**src/logic/bk_geom_pkg.sv**
```systemverilog
// Save-file geometry for the two battery-RAM banks
// All sizes must stay powers of two
// The top lba bit selects the core and the rest picks the sector in its bank

package bk_geom_pkg;

	localparam int word_w           = 16;
	localparam int words_per_sector = 16;
	localparam int sectors_per_core = 4;
	localparam int num_cores        = 2;
	localparam int total_sectors    = sectors_per_core * num_cores;

	// Derived widths
	localparam int word_addr_w = $clog2(words_per_sector);
	localparam int sec_w       = $clog2(sectors_per_core);
	localparam int core_w      = $clog2(num_cores);
	localparam int lba_w       = core_w + sec_w;
	localparam int bank_addr_w = sec_w + word_addr_w;
	localparam int bank_words  = sectors_per_core * words_per_sector;
	localparam int img_size_w  = 32;

	typedef logic [word_addr_w-1:0] word_addr_t;
	typedef logic [lba_w-1:0]       lba_t;
	typedef logic [bank_addr_w-1:0] bank_addr_t;
	typedef logic [word_w-1:0]      word_t;
	typedef logic [img_size_w-1:0]  img_size_t;

	// Final sector of a full transfer
	localparam lba_t last_lba = lba_t'(total_sectors - 1);

endpackage

```
**src/logic/bk_ctrl_pkg.sv**
```systemverilog
// Control types for the backup-RAM path
// Menu and mount fields are levels sampled on clk_sys
// SD block host structs follow the plain rd/wr/ack level protocol

package bk_ctrl_pkg;

	// Sequencer state
	typedef enum logic [1:0] {
		xfer_idle,
		xfer_load,
		xfer_save
	} xfer_e;

	// Menu side requests
	typedef struct packed {
		logic load_cmd;
		logic save_cmd;
		logic autosave;
		logic osd_open;
	} host_cmd_t;

	// ROM download and save image mount state
	typedef struct packed {
		logic                   downloading;
		logic                   img_mounted;
		logic                   img_readonly;
		bk_geom_pkg::img_size_t img_size;
	} mount_t;

	// Cart RAM access from one core
	typedef struct packed {
		bk_geom_pkg::bank_addr_t addr;
		bk_geom_pkg::word_t      data;
		logic                    wr;
		logic                    rd;
	} cram_req_t;

	// Sector request towards the block host
	typedef struct packed {
		bk_geom_pkg::lba_t lba;
		logic              rd;
		logic              wr;
	} sd_req_t;

	// Buffer side driven by the block host
	typedef struct packed {
		bk_geom_pkg::word_addr_t addr;
		bk_geom_pkg::word_t      data;
		logic                    wr;
		logic                    ack;
	} sd_buf_t;

endpackage

```
**src/logic/save_monitor.sv**
```systemverilog
`timescale 1ns/1ps

// Decides when the save file may be used and when to move it
// Save stays disabled until a writable image is mounted during a download
// Requests are one-cycle pulses and the sequencer ignores them while busy

module save_monitor (
	input  logic                   clk_sys,
	input  logic                   reset,
	input  bk_ctrl_pkg::host_cmd_t host,
	input  bk_ctrl_pkg::mount_t    mount,
	input  logic                   cart_has_save,
	input  logic                   cram_wr_any,
	input  logic                   busy,
	output logic                   load_req,
	output logic                   save_req,
	output logic                   sav_pending
);
	import bk_geom_pkg::*;
	import bk_ctrl_pkg::*;

	host_cmd_t old_host;
	logic      old_downloading;
	logic      old_autosave;
	logic      bk_ena;
	logic      sav_supported;
	logic      dl_start;
	logic      dl_end;
	logic      autosave_now;
	logic      load_hit;
	logic      save_hit;

	//////////////////////
	// Edge detection
	//////////////////////

	assign dl_start      = mount.downloading & ~old_downloading;
	assign dl_end        = old_downloading & ~mount.downloading;
	assign sav_supported = cart_has_save & bk_ena;

	// Autosave fires when the menu opens with unsaved data
	assign autosave_now = sav_pending & host.osd_open & host.autosave;

	// End of download restores the save if there is anything to restore
	assign load_hit = (host.load_cmd & ~old_host.load_cmd) |
		(dl_end & (cart_has_save | (|mount.img_size)));

	assign save_hit = (host.save_cmd & ~old_host.save_cmd) |
		(autosave_now & ~old_autosave);

	//////////////////////
	// State
	//////////////////////

	always_ff @(posedge clk_sys) begin
		if (reset) begin
			old_host        <= '0;
			old_downloading <= 1'b0;
			old_autosave    <= 1'b0;
			bk_ena          <= 1'b0;
			load_req        <= 1'b0;
			save_req        <= 1'b0;
			sav_pending     <= 1'b0;
		end else begin
			old_host        <= host;
			old_downloading <= mount.downloading;
			old_autosave    <= autosave_now;

			// New ROM invalidates the old save until its image shows up
			if (dl_start)
				bk_ena <= 1'b0;
			if (mount.downloading & mount.img_mounted & ~mount.img_readonly)
				bk_ena <= 1'b1;

			load_req <= bk_ena & load_hit;
			save_req <= bk_ena & save_hit;

			// Writes made with the menu open are not counted
			if (cram_wr_any & ~host.osd_open & sav_supported)
				sav_pending <= 1'b1;
			else if (busy)
				sav_pending <= 1'b0;
		end
	end

endmodule

```
**config.mk**
```make
export PLATFORM = sky130hd
export DESIGN_NAME = save_monitor
export DESIGN_NICKNAME = d
export VERILOG_FILES = /design/src/logic/bk_geom_pkg.sv /design/src/logic/bk_ctrl_pkg.sv /design/src/logic/save_monitor.sv
export SDC_FILE = /design/constraint.sdc
export NUM_CORES = 1
export LEC_CHECK = 0
export BUFFER_PORTS_ARGS = -buffer_cell sky130_fd_sc_hd__clkbuf_2
export CAP_MARGIN = 20
export CELL_PAD_IN_SITES_DETAIL_PLACEMENT = 0
export CELL_PAD_IN_SITES_GLOBAL_PLACEMENT = 1
export CORE_MARGIN = 2
export CORE_UTILIZATION = 18
export CTS_CLUSTER_SIZE = 10
export DETAILED_ROUTE_END_ITERATION = 10
export PLACE_DENSITY_LB_ADDON = 0.05
export SYNTH_ARGS = -nofsm -noshare
export SYNTH_HDL_FRONTEND = slang
export SYNTH_SLANG_ARGS = --single-unit
```
**constraint.sdc**
```tcl
create_clock -name clk_sys -period 1.46 [get_ports clk_sys]
set_clock_uncertainty 0.05 [all_clocks]
set_input_delay 0.146 -clock clk_sys [delete_from_list [all_inputs] [get_ports clk_sys]]
set_output_delay 0.146 -clock clk_sys [all_outputs]
set_load 0.05 [all_outputs]
```
Yosys cells after proc, flatten, opt, wreduce, memory -nomap -nowiden
Cells that the tools add are included.
{ "classes": {"muxes": 4, "bitwise": 25, "n_reduce_logical": 3} }
{ "op_table": {"columns": ["operator", "n"], "rows": [
  ["$reduce_or 32->1", 1],
  ["$and 1x1->1", 15],
  ["$not 1->1", 7],
  ["$mux 1", 4],
  ["$reduce_bool 2->1", 2],
  ["$or 1x1->1", 3]
]} }
{ "totals": {"ff_bits": 8, "out_inout_bits": 3, "word_cells": 40} }

Longest topological paths before layout
{ "logic_depth": {"depth_word": 5, "mapped_depth": 3} }

Least setup slack after synthesis
No wires, ideal clock.
{ "synth_timing": {"kind": "input -> register", "from": "input mount[10] in the netlist's numbering", "to": "register load_req", "setup_ns": 0.127, "arrival_ns": 0.955, "required_ns": 1.283, "path_slack_ns": 0.328, "path_stages": 3, "n_path_buf": 0, "path_cell_list": "or4_4 > nor4_2 > a31oi_1"} }
{ "synth_between": {"elab_chain_cells": 5} }
{ "synth_rtl": {"columns": ["item", "line_no", "source"], "rows": [
  ["start: declaration", "save_monitor.sv:11", "input bk_ctrl_pkg::mount_t mount,"],
  ["$reduce_or 32->1", "save_monitor.sv:46", "(dl_end & (cart_has_save | (|mount.img_size)));"],
  ["$or 1x1->1", "save_monitor.sv:46", null],
  ["$and 1x1->1", "save_monitor.sv:46", null],
  ["$or 1x1->1", "save_monitor.sv:45", "assign load_hit = (host.load_cmd & ~old_host.load_cmd) |"],
  ["$and 1x1->1", "save_monitor.sv:75", "load_req <= bk_ena & load_hit;"],
  ["end signal: assignment", "save_monitor.sv:75", null],
  ["end: declaration", "save_monitor.sv:15", "output logic load_req,"]
]} }
No other way between the ends.
A chain may end at the register's enable or synchronous reset.

Worst setup path in the final report
{ "layout_timing": {"from": "register sav_pending", "to": "output sav_pending"} }
{ "layout_rtl": {"columns": ["item", "line_no", "source"], "rows": [
  ["start: declaration", "save_monitor.sv:17", "output logic sav_pending"],
  ["start signal: assignment", "save_monitor.sv:63", "sav_pending <= 1'b0;"],
  ["start signal: assignment", "save_monitor.sv:80", "sav_pending <= 1'b1;"],
  ["start signal: assignment", "save_monitor.sv:82", "sav_pending <= 1'b0;"]
]} }
No word-level cell between the ends.

==> impl_metrics.ini <==
[synth]
syn_nets = 83
synth_edf_count = 0
synth_area_per_cell_sq_um = 9.015
yosysWarnings = 0
synth_adder_area_share_pct = 0
synth_compound_area_share_pct = 9.253
yosysSeqAreaShare_pct = 45.55
synthTopCellsByArea = dfxtp_1 46%, nor4_1 11%, nor2b_1 7.1%, nor4_2 3.6%, nor2_1 3.2%
synth_xor_area_share_pct = 0
yosysTopAreaCellShare_pct = 45.55
synth_largest_area_cell = dfxtp_1
synth_ff_type = dfxtp_1
yosysMostFrequentCell = dfxtp_1
netlist_instances = 39
synthMuxAreaShare_pct = 0
synth_top_family_by_area = simple AND/OR/NAND/NOR gates
synthArstFlopShare_pct = 0
yosys-top-cells-count = 8 x dfxtp_1, 6 x nor4_1, 4 x nor2b_1
syn_area_sq_um = 351.6
ys_ff_latch = 8
synth.distinct_cells = 21
synth-simple-area-share_pct = 43.06

[sta]
slew_headroom_pct = 81.56
rsz0062_at_grt = false
max_freq_mhz = 929.6
final_hold_viol_count = 0
tightest_slew_ns = 0.2778
finalCriticalPeriod_ns = 1.076
final_max_slew_viol_count = 0
setup_viol = 0
tns_ns = 0
period_share_pct = 73.68

[clocking]
cts_buffers = 3
ctsHoldBuffers = 0
htree_num_levels = 1
cts_tree = yes
insertion_delay_ns = 0.24
cts_buffer_depth = 2
cts-root-buf = clkbuf_4
clk_pin_slew_worst_paths_ns = 0.05
postCtsSetupBuffers = 0
cts.sinks = 8
cts_resized = 0

[die]
fp-row-count = 15
pin_count = 47
design.core.area_sq_um = 1783
die_w_um = 48.20
die-area_sq_um = 2323
initial_core_util_pct = 19.72
die_h_um = 48.20

[place]
dpl_cell_area_sq_um = 613.1
place.gp.congestion = 0.6444
port_buffers = 46

[critical_path]
cp_max_fo = 3
end_kind = output port
crit_path_cell_trace = clkbuf_2
critPathTopFamily = flip-flops
r2r-start = bk_ena
crit_start = sav_pending
critPathKind = flip-flop to output port
cp_data_arrival_time_ns = 0.88
cp.required_ns = 1.26
critical_path.slowest_cell = dfxtp_1
critPathLaunchType = flip-flop
cp_num_buf_inv = 1
slowest_delay_ns = 0.35

[detailed_routing]
detail-route-antenna-nets = 0
vias = 458
drc = 0
wl_per_cell_um = 9.265
dr.first_iter.drc_count = 6
dr.pass1.iters = 4
wl_um = 1047
via_per_inst = 4.053

[final_layout]
final_nets = 134
post-route-util_pct = 35.65
finish.instance_area_sq_um = 635.6
drive_above_1_share_pct = 57.95
antenna_cells = 0
area_delta_synth_final_pct = 80.78

[global_routing]
grt_pass1_vias = 344
track_usage_pct = 8.384
grt_max_degree = 8
grt.overflow.total = 0
grt_pass1_wl_um = 1290
antenna_found_initial = 0

[outcome]
status = finished, final reports clean

[power]
ir_drop_mv = 0.4223
pwr_density_cell_nw_per_um2 = 735.8
p_leak_nw = 0.3238

[min_path]
min_from = host[2]
hold_class = input pin to flip-flop

[run]
drv_cap = 0
metal layers:
| metal | part of all wire (%) | GRT usage, % | vias up | wire, um |
|---|---|---|---|---|
| met5 | 0 | 0 | - | 0 |
| met2 | 53 | 12.37 | 18 | 553 |
| li1 | - | - | 247 | - |
| met1 | 38 | 10.24 | 193 | 400 |
| met3 | 8.9 | 5.556 | 0 | 93 |
| met4 | 0 | 1.622 | 0 | 0 |
where the power goes:
group | internal (mW) | switching, mW
Sequential | 0.225 | 0.00225
Clock | 0.0934 | 0.0658
Combinational | 0.0513 | 0.0296
Total | 0.370 | 0.0976
cells in the final DEF, fill, tap and decap left out, types with 2 or more instances in the layout:
cell,Yosys,routed
clkbuf_4,0,3
clkbuf_2,0,46
a21oi_1,2,2
nor4_1,6,6
nor2_1,3,3
dfxtp_1,8,8
nor2b_1,4,4
final timing paths:
path | end | slack [ns] | depth (start not counted)
setup / recovery | sav_pending | 0.38 | 1
hold / removal | old_host[2] | 0.06 | 3
setup reg to reg | load_req | 0.59 | 3
hold reg to reg | sav_pending | 0.44 | 2
flip-flops by register name, summed over array words and instances (netlist names):
name and flops:
old_downloading 1, bk_ena 1, load_req 1, old_autosave 1, save_req 1, sav_pending 1
old_host 2
final cells by class:
| class | count | area [sq um] |
|---|---|---|
| Clock buffer | 3 | 22.52 |
| Fill cell | 198 | 1147 |
| Inverter | 2 | 7.507 |
| Multi-Input combinational cell | 29 | 183.9 |
| Sequential cell | 8 | 160.2 |
| Tap cell | 25 | 31.28 |
| Timing Repair Buffer | 46 | 230.2 |
logic make-up after synthesis:
| group | count (synthesis) |
|---|---|
| buf+inv | 2 |
| simple gates | 23 |
| flops | 8 |
| compound gates | 6 |
through the flow:
| step | power (mW) | cells | setup WS, ns | hold WS [ns] |
|---|---|---|---|---|
| final | 0.4677 | 113 | 0.3842 | 0.06108 |
| after CTS | 0.4797 | 113 | 0.3750 | 0.05415 |
| after detailed placement | 0.3142 | 110 | 0.2110 | 0.3165 |
| after global placement | 0.3132 | 110 | 0.2178 | 0.3121 |
| after global routing | 0.4999 | 113 | 0.3410 | 0.05809 |
| after floorplan | 0.2509 | 39 | 0.3277 | 0.1627 |
No activity file was read; power rests on OpenSTA's default activity.
