File: config.mk
export PLATFORM = sky130hd
export DESIGN_NAME = sector_sequencer
export DESIGN_NICKNAME = d
export VERILOG_FILES = /design/src/logic/bk_geom_pkg.sv /design/src/logic/bk_ctrl_pkg.sv /design/src/logic/sector_sequencer.sv
export SDC_FILE = /design/constraint.sdc
export NUM_CORES = 1
export LEC_CHECK = 0
export BUFFER_PORTS_ARGS = -buffer_cell sky130_fd_sc_hd__buf_2
export CAP_MARGIN = 15
export CORE_AREA = 8 8 45 47
export CTS_BUF_LIST = sky130_fd_sc_hd__clkbuf_8 sky130_fd_sc_hd__clkbuf_16
export DETAILED_ROUTE_END_ITERATION = 16
export DIE_AREA = 0 0 53 55
export GPL_ROUTABILITY_DRIVEN = 1
export PLACE_DENSITY = 0.72
export REMOVE_ABC_BUFFERS = 1
export SLEW_MARGIN = 20
export SYNTH_ARGS = -nofsm -noshare
export SYNTH_HDL_FRONTEND = slang
export SYNTH_SLANG_ARGS = --single-unit
File: constraint.sdc
create_clock -name clk_sys -period 1.7 [get_ports clk_sys]
set_input_delay 0.425 -clock clk_sys [delete_from_list [all_inputs] [get_ports clk_sys]]
set_output_delay 0.425 -clock clk_sys [all_outputs]
set_load 0.02 [all_outputs]
File: src/logic/bk_geom_pkg.sv
// Save-file geometry for the two battery-RAM banks
// All sizes must stay powers of two
// The top lba bit selects the core and the rest picks the sector in its bank

package bk_geom_pkg;

	localparam int word_w           = 16;
	localparam int words_per_sector = 16;
	localparam int sectors_per_core = 4;
	localparam int num_cores        = 2;
	localparam int total_sectors    = sectors_per_core * num_cores;

	// Derived widths
	localparam int word_addr_w = $clog2(words_per_sector);
	localparam int sec_w       = $clog2(sectors_per_core);
	localparam int core_w      = $clog2(num_cores);
	localparam int lba_w       = core_w + sec_w;
	localparam int bank_addr_w = sec_w + word_addr_w;
	localparam int bank_words  = sectors_per_core * words_per_sector;
	localparam int img_size_w  = 32;

	typedef logic [word_addr_w-1:0] word_addr_t;
	typedef logic [lba_w-1:0]       lba_t;
	typedef logic [bank_addr_w-1:0] bank_addr_t;
	typedef logic [word_w-1:0]      word_t;
	typedef logic [img_size_w-1:0]  img_size_t;

	// Final sector of a full transfer
	localparam lba_t last_lba = lba_t'(total_sectors - 1);

endpackage

File: src/logic/bk_ctrl_pkg.sv
// Control types for the backup-RAM path
// Menu and mount fields are levels sampled on clk_sys
// SD block host structs follow the plain rd/wr/ack level protocol

package bk_ctrl_pkg;

	// Sequencer state
	typedef enum logic [1:0] {
		xfer_idle,
		xfer_load,
		xfer_save
	} xfer_e;

	// Menu side requests
	typedef struct packed {
		logic load_cmd;
		logic save_cmd;
		logic autosave;
		logic osd_open;
	} host_cmd_t;

	// ROM download and save image mount state
	typedef struct packed {
		logic                   downloading;
		logic                   img_mounted;
		logic                   img_readonly;
		bk_geom_pkg::img_size_t img_size;
	} mount_t;

	// Cart RAM access from one core
	typedef struct packed {
		bk_geom_pkg::bank_addr_t addr;
		bk_geom_pkg::word_t      data;
		logic                    wr;
		logic                    rd;
	} cram_req_t;

	// Sector request towards the block host
	typedef struct packed {
		bk_geom_pkg::lba_t lba;
		logic              rd;
		logic              wr;
	} sd_req_t;

	// Buffer side driven by the block host
	typedef struct packed {
		bk_geom_pkg::word_addr_t addr;
		bk_geom_pkg::word_t      data;
		logic                    wr;
		logic                    ack;
	} sd_buf_t;

endpackage

File: src/logic/sector_sequencer.sv
`timescale 1ns/1ps

// Walks every sector of both banks against the SD block host
// A transfer always covers all sectors in ascending order
// The host may take as long as it likes per sector
// Requests arriving during a transfer are dropped

module sector_sequencer (
	input  logic                 clk_sys,
	input  logic                 reset,
	input  logic                 load_req,
	input  logic                 save_req,
	input  logic                 sd_ack,
	output bk_ctrl_pkg::sd_req_t sd_req,
	output logic                 busy,
	output logic                 bk_loading
);
	import bk_geom_pkg::*;
	import bk_ctrl_pkg::*;

	xfer_e state;
	logic  old_ack;
	logic  ack_rise;
	logic  ack_fall;
	logic  last_sector;

	//////////////////////
	// Ack edges
	//////////////////////

	assign ack_rise    = sd_ack & ~old_ack;
	assign ack_fall    = old_ack & ~sd_ack;
	assign last_sector = (sd_req.lba == last_lba);

	assign busy       = (state != xfer_idle);
	assign bk_loading = (state == xfer_load);

	//////////////////////
	// FSM
	//////////////////////

	always_ff @(posedge clk_sys) begin
		if (reset) begin
			state   <= xfer_idle;
			old_ack <= 1'b0;
			sd_req  <= '0;
		end else begin
			old_ack <= sd_ack;

			case (state)
				xfer_idle: begin
					// Load wins when both show up together
					if (load_req) begin
						state      <= xfer_load;
						sd_req.lba <= '0;
						sd_req.rd  <= 1'b1;
						sd_req.wr  <= 1'b0;
					end else if (save_req) begin
						state      <= xfer_save;
						sd_req.lba <= '0;
						sd_req.rd  <= 1'b0;
						sd_req.wr  <= 1'b1;
					end
				end

				xfer_load, xfer_save: begin
					// Host took the request
					if (ack_rise) begin
						sd_req.rd <= 1'b0;
						sd_req.wr <= 1'b0;
					end

					// Sector done, move on or finish
					if (ack_fall) begin
						if (last_sector) begin
							state <= xfer_idle;
						end else begin
							sd_req.lba <= sd_req.lba + 1'b1;
							sd_req.rd  <= (state == xfer_load);
							sd_req.wr  <= (state == xfer_save);
						end
					end
				end

				default: begin
					state <= xfer_idle;
				end
			endcase
		end
	end

endmodule

## Word level (Yosys, flattened, before mapping)

Index checks and enable logic that the tools add are counted.

- $add $sub $neg: 1
- Mux-type cells: 11
- Reduce and logical (&&, ||, !) cells: 7
- Bitwise logic cells: 4
- Equality and inequality tests: 7

Operators by type and width:

| cell | count |
|---|---|
| 5-bit two-way mux | 4 |
| 2-bit two-way mux | 5 |
| 5-bit one-hot mux with 2 select lines | 1 |
| 2-bit != test (second input constant) | 3 |
| 2-bit one-hot mux with 2 select lines | 1 |
| 4-bit AND reduction | 1 |
| 2-bit nonzero test | 2 |
| 3-bit by 1-bit adder with 3-bit output (second input constant) | 1 |
| 3-bit == test (second input constant) | 1 |
| 3-bit != test (second input constant) | 1 |
| 3-bit AND reduction | 1 |
| 1-bit bitwise AND | 2 |
| 2-bit by 1-bit == test with 1-bit output (second input constant) | 1 |
| 2-bit == test (second input constant) | 1 |
| 2-bit zero test | 1 |
| 1-bit inverter | 2 |
| 2-bit AND reduction | 1 |
| 2-bit OR reduction | 1 |

- Input bits: 5
- Bits in registers: 8
- Output and inout port bits: 7

## Longest topological paths before layout

Gate-level depths: netlist of run 1.

- Depth in word-level cells: 6
- Gate-level depth with buffers: 7
- Gate-level depth less buffers: 6

## Worst setup path after synthesis of run 1

OpenSTA, ideal clock, no wires.

- Kind: register to register
- From: reg sd_req[2] (netlist bit)
- To: reg sd_req[2] (netlist bit)
- Cell stages (with the launch flop): 7
- Data arrival time: 1551 ps
- Setup slack: 31 ps
- Data required time: 1583 ps
- Path through: dfxtp_1 ha_1 ha_1 nand2b_1 a221oi_4 nor2_1 a32o_1

- Longest elaborated chain between the ends: 4

RTL lines:

| item | line | RTL |
|---|---|---|
| from (decl) | sector_sequencer.sv:14 | `output bk_ctrl_pkg::sd_req_t sd_req,` |
| 3-bit by 1-bit adder with 3-bit output | sector_sequencer.sv:78 | `sd_req.lba <= sd_req.lba + 1'b1;` |
| 5-bit two-way mux | sector_sequencer.sv:75 | `if (last_sector) begin` |
| 5-bit two-way mux | sector_sequencer.sv:74 | `if (ack_fall) begin` |
| 5-bit one-hot mux with 2 select lines | sector_sequencer.sv:50 | `case (state)` |

Several ways; a longest one is shown, not always the timed one. The select of a mux whose other input is x is not followed.
A chain may end at the register's enable or synchronous reset.

## Worst setup path in the final report of run 1

Same ends and word-level chain as after synthesis.

==> results.md, run 1 <==
- Least-Margin Pin Slew: roughly 0.37 ns
- Crit path required time: 1.82 ns
- Yosys top cell by area: dfxtp_1
- DP Area: ~640 um2
- Adder-Cell Fraction of Synth Area: a little under an eighth
- # port buffers: 11
- Synth warn: 0
- Worst Path Max Fanout: 5
- Final min period: 1.556 ns
- Fillers: between 100 and 150
- TritonCTS clock tree: built
- H-Tree Depth: 1
- First-pass GRT wire length: ~2 mm
- Antenna violations before repair: 0
- Antenna Nets Post-Route: 0
- CTS Hold Bufs: 0
- GRT overflow: 0
- Status: completed
- GRT Overall Usage: around a tenth
- Xor/xnor share of the synthesized area: 0%
- Top cell type's share of synthesized area: between 20% and 30%
- Vias in the first global route: 482
- Hold Slack: between 0.4 and 0.5 ns
- DR WL/cell: ~13 um
- Setup Fix Bufs, Post-CTS: 0
- I/O pin count: 12
- Critical Path AT: 1.68 ns
- Final setup fails: 0
- Proportion of layout cells with a drive suffix above 1: a little under 40%
- DP HPWL: about 920 um
- Register area: roughly 160 um2
- Cts bufs inserted: 3
- Post-synthesis instance total: 58
- PwrDens: between 2000 and 2500 nW/um2
- RR Startpoint: sd_req[2]
- DRC viols: 0
- Slew HR: 74.96%
- Mux cell area share after synthesis: 0%
- Largest family of logic cells by synthesized area: compound AO/OA/AOI/OAI gates
- CTS clk-pin slew, worst paths: 0.04 ns
- Sequential element share of the synthesized area: 28.89%
- RSZ-0062 raised after global routing: false
- Worst Setup Start Kind: flip-flop
- Crit path launch: sd_req[2]
- Largest net degree at the start of global routing: 12
- CP endpoint: sd_req[2]
- Lkg Pwr: 0.0003077 uW
- Worst-case clock buffer depth: 2
- Seq cells post-synth: 8
- Slew Viols, Final: 0
- Routed wire length: 1.156 mm
- Mapped Area: about 550 um2
- Worst R2R Setup Slack: 0.14 ns
- Hold Vio Cnt, Final: 0
- Post-Synth Simple-Gate Area: 26.19%
- Die Y-Extent: roughly 55 um
- Compound-Gate Fraction of Synth Area: ~27%
- Synth area leaders: dfxtp_1 (29%), ha_1 (11%), nand2b_1 (5.6%), nand2b_4 (5.0%), a221oi_4 (4.7%)
- Synth-to-layout area growth: 24.15%
- Iteration count of the initial detailed-routing pass: 4
- Crit share post-route: 91.55%
- Std-Cell Rows: 14
- Syn_area_per_cell: 9.557 um2
- Worst clock skew: ~0.0014 ns
- CORE AREA: 1384 um2
- Max Freq: 642.5 MHz
- Die X: 53 um
- Min-delay worst type: in -> reg
- Vias per cell: 5.360
- NumNets Final: 85
- Crit Path Category: reg -> reg
- R2R Path End: sd_req[2]
- Vias: between 400 and 500
- Final non-filler cell area: slightly below 700 um2
- CTS sink count: 8
- Clk Tree Root Cell: clkbuf_8
- Multi-input gate area: between 300 and 400 um2
- Final core occ: 49.73%
- Worst vdd ir: just over 0.9 mV
- R2R cell count: 6
- DR iter-0 viols: 12
- Skew-Pair Late Insertion Delay: 0.23 ns
- Setup TNS: 0 ns
- MaxCap Viol Count: 0
- Final estimated routing congestion in global placement: slightly below 0.8
- Initial Utilization: 40.05%
- DIE AREA: 2915 um2
- Library cells used by synthesis: 29
- Antenna cells: 0
- CP endpoint kind: flip-flop
timing repair:
| action | in CTS | in global routing |
|---|---|---|
| endpoints found under the hold margin | 0 | 0 |
| resized for setup | 0 | 5 |
| endpoints found under the setup margin | 0 | 6 |
through the flow:
step,setup WS (ns),cells,power (uW)
2_1_floorplan,0.02483,56,977.6
3_3_place_gp,0.1106,86,1231
3_5_place_dp,0.07163,86,1257
4_1_cts,0.04111,89,1496
5_1_grt,0.006659,89,1665
6_report,0.1437,89,1528
cells by family after synthesis:
group                      count (synthesis)
buffers and inverters                      7
DFF                                        8
AOI/OAI and AO/OA                         17
adders and majority gates                  5
and+or+nand+nor                           21
Yosys cell counts, drive strengths merged:
cell type and instances:
nor2b 2, o21ai 3, a32oi 1, a21oi 2
a221oi 1, o32ai 1, nand2b 7, nor2 5
a22o 1, a211o 1, dfxtp 8, ha 5
a211oi 2, and3 1, nand3b 1, o41ai 1
inv 5, nand3 3, a31o 1, a22oi 1
buf 2, a32o 1, nor3 1, nor3b 1
a31oi 1
area by class of cell:
type	instances	share of cell area, %
flip-flops and latches	8	23.64
well taps	16	2.909
inverters	5	2.727
clock buffers	3	6.000
repair buffers	14	11.82
multi-input cells	43	52.91
worst min-delay path by stage:
stage | from | to | slack, ns | depth (start not counted)
floorplan | state[0] | state[0] | 0.48 | 2
global placement | sd_req[3] | sd_req[3] | 0.47 | 2
finish | load_req | state[1] | 0.46 | 2
detailed placement | sd_req[4] | sd_req[4] | 0.48 | 2
global route | load_req | state[1] | 0.48 | 2
CTS | load_req | state[1] | 0.46 | 2
power breakdown:
part | total, uW | internal, uW | switching, uW
Combinational | 1020 | 499 | 518
Sequential | 278 | 240 | 38.1
Clock | 233 | 154 | 79.6
Total | 1530 | 893 | 635
cells in the final DEF (no fill, tap or decap), types with 2 or more instances in the layout:
master / netlist / routed
clkbuf_8: 0 / 3
a21oi_1: 2 / 2
dfxtp_2: 0 / 2
nand2b_4: 2 / 2
buf_2: 1 / 11
nand3_1: 3 / 3
a211oi_1: 2 / 2
buf_4: 0 / 2
dfxtp_1: 8 / 6
nor2_1: 5 / 5
o21ai_1: 2 / 2
ha_2: 0 / 2
inv_1: 5 / 5
nand2b_1: 5 / 5
ha_1: 5 / 3
metal layers:
layer,wire (um),track usage [%],vias up
met3,50,1.604,3
met1,483,9.924,221
met5,0,0,-
li1,-,-,244
met2,590,15.63,9
met4,31,9.052,0
worst max-delay path: stages (launching register included):
cell and delay, ns:
dfxtp_1 0.32, ha_1 0.20, ha_2 0.21, nand2b_1 0.19, a221oi_4 0.26, nor2_1 0.07, a32o_1 0.20
sequential cells by signal (all words and copies together), names as in the netlist:
name     count
state        2
sd_req       5
old_ack      1
Power figures use the tool's default switching activity.
==> run 2: changes to the inputs <==
==> constraint.sdc (replaced) <==
create_clock -name clk_sys -period 1.7 [get_ports clk_sys]
set_input_delay 0.085 -clock clk_sys [delete_from_list [all_inputs] [get_ports clk_sys]]
set_output_delay 0.085 -clock clk_sys [all_outputs]
set_load 0.01 [all_outputs]
==> run 2 against run 1 <==
  * Register-to-register slack hardly changed
  * Setup slack gained 0.0012 ns
  * Final area rose by 1.1%
  * Largest cell class unchanged
==> results.md, run 2 (synthesis results as in run 1) <==
- Status: completed
- Worst Path Max Fanout: 5 (unchanged)
- H-Tree Depth: 1 (unchanged)
- Slew Viols, Final: 0 (unchanged)
- Die X: 53 um (unchanged)
- GRT overflow: 0 (unchanged)
- Final min period: 1.555 ns (-0.001197 ns)
- Worst Setup Start Kind: flip-flop
- DRC viols: 0 (unchanged)
- Initial Utilization: 40.05% (unchanged)
- Min-delay worst type: in -> reg
- Synth-to-layout area growth: 25.51%
- Largest net degree at the start of global routing: 12 (unchanged)
- Worst vdd ir: 0.7963 mV (-14%)
- Grt met2 use: 14.06% (-1.6 points)
- Skew-Pair Late Insertion Delay: 0.22 ns (about the same)
- CTS clk-pin slew, worst paths: 0.04 ns (about the same)
- Internal cell power: 921.3 uW (+3.2%)
- Critical Path AT: 1.67 ns (about the same)
- Vias in the first global route: 457 (-5.2%)
- First-pass GRT wire length: 1.938 mm (-2.8%)
- Final non-filler cell area: 695.7 um2 (+1.1%)
- Setup TNS: 0 ns (unchanged)
- R2R cell count: 6 (unchanged)
- DR WL/cell: 12.65 um (-2.6%)
- Combinational cell fraction of total power: 67.3% (+0.8 points)
- PwrDens: 2176 nW/um2 (-2.0%)
- Max reg flops: 5 (unchanged)
- Setup Slack @ Placement: 0.07682 ns (+0.005187 ns)
- CTS Hold Bufs: 0 (unchanged)
- Proportion of layout cells with a drive suffix above 1: 36.99% (-2.7 points)
- Vias per cell: 5.315 (-0.84%)
- CP endpoint kind: flip-flop
- Iteration count of the initial detailed-routing pass: 4 (unchanged)
- DIE AREA: 2915 um2 (unchanged)
- Clock share of power: 14.7% (-0.6 points)
- DP Area: 635.6 um2 (unchanged)
- Sw power: 592.2 uW (-6.8%)
- Gr busiest metal: met2
- Worst clock skew: 0.0007421 ns (-0.0006474 ns)
- I/O pin count: 12 (unchanged)
- Crit path required time: 1.81 ns (about the same)
- Largest Register: sd_req
- DR iter-0 viols: 7 (-5)
- Antenna cells: 0 (unchanged)
- Std-Cell Rows: 14 (unchanged)
- Crit Path Category: reg -> reg
- Post-cts resize count: 0 (unchanged)
- TritonCTS clock tree: built
- Final setup fails: 0 (unchanged)
- Portion of total power attributed to sequential cells: 18.0% (-0.2 points)
- CORE AREA: 1384 um2 (unchanged)
- Hold depth: 2 (unchanged)
- Setup Fix Bufs, Post-CTS: 0 (unchanged)
- Die Y-Extent: 55 um (unchanged)
- Commonest cells after routing, fill and taps aside: buf_2 (11), dfxtp_1 (8), inv_1 (5), nand2b_1 (5), nor2_1 (5)
- M1 GR Usage: 10.52% (+0.59 points)
- Least-Margin Pin Slew: 0.3425 ns (-0.03026 ns)
- RSZ-0062 raised after global routing: false
- GRT Overall Usage: 8.589% (-0.83 points)
- Vias: 473 (-0.84%)
- Max Freq: 643.0 MHz (about the same)
- Routed wire length: 1.126 mm (-2.6%)
- Antenna violations before repair: 0 (unchanged)
- CTS sink count: 8 (unchanged)
- Final estimated routing congestion in global placement: 0.7714 (+0.22%)
- # port buffers: 11 (unchanged)
- Sw frac: 39.13% (-2.4 points)
- Fillers: 140 (unchanged)
- Antenna Nets Post-Route: 0 (unchanged)
- Hold Vio Cnt, Final: 0 (unchanged)
- Most common cell after layout, fill and taps aside: buf_2
- Largest regs: sd_req x5, state x2, old_ack x1
- Lkg Pwr: 0.0003094 uW (+0.56%)
- DP HPWL: 905.9 um (-1.9%)
- Crit share post-route: 91.48% (about the same)
- MaxCap Viol Count: 0 (unchanged)
- Cts bufs inserted: 3 (unchanged)
- Clk Tree Root Cell: clkbuf_8
- Met3 Usage GRT: 1.070% (-0.53 points)
- NumNets Final: 85 (unchanged)
- Post-route setup slack: 0.1449 ns (+0.001197 ns)
- Slew HR: 76.99% (+2.0 points)
- Worst-case clock buffer depth: 2 (unchanged)
## run 2: final timing paths
| kind | slack, ns | endpoint | startpoint |
|---|---|---|---|
| max | 0.14 | sd_req[2] | sd_req[2] |
| min | 0.14 | state[1] | load_req |
| max reg2reg | 0.14 | sd_req[2] | sd_req[2] |
| min reg2reg | 0.48 | sd_req[3] | sd_req[3] |
## run 2: critical path, stage by stage (launching register included)
cell	delay [ns]
dfxtp_1	0.32
ha_1	0.20
ha_2	0.20
nand2b_1	0.18
a221oi_4	0.27
nor2_1	0.06
a32o_1	0.20
## run 2: cell type report
cell class | count | area (um2) | area share (%)
timing repair buffer | 14 | 81.33 | 11.69
inverter | 5 | 18.77 | 2.698
tap | 16 | 20.02 | 2.878
multi-input combinational | 43 | 374.1 | 53.78
sequential | 8 | 160.2 | 23.02
clock buffer | 3 | 41.29 | 5.935
## run 2: through the flow
step           hold WS, ns  power [uW]  utilization (%)  std cells
2_1_floorplan       0.1566       937.2                -         56
3_3_place_gp        0.3643        1193            45.93         86
3_5_place_dp        0.3637        1203            45.93         86
4_1_cts             0.1320        1435            48.92         89
5_1_grt             0.1402        1648            50.27         89
6_report            0.1353        1513            50.27         89
## run 2: layer usage
layer / routed length [um] / vias up / part of all wire, %
li1: - / 244 / -
met1: 510 / 216 / 45
met2: 548 / 11 / 49
met3: 57 / 2 / 5.1
met4: 10 / 0 / 0.89
met5: 0 / - / 0
## run 2: power groups by stage
stage / clock network (uW) / logic, uW / registers, uW
6_report: 223 / 1020 / 272
5_1_grt: 246 / 1120 / 283
4_1_cts: 230 / 932 / 273
3_5_place_dp: 0 / 925 / 278
3_3_place_gp: 0 / 919 / 275
2_1_floorplan: 0 / 660 / 278
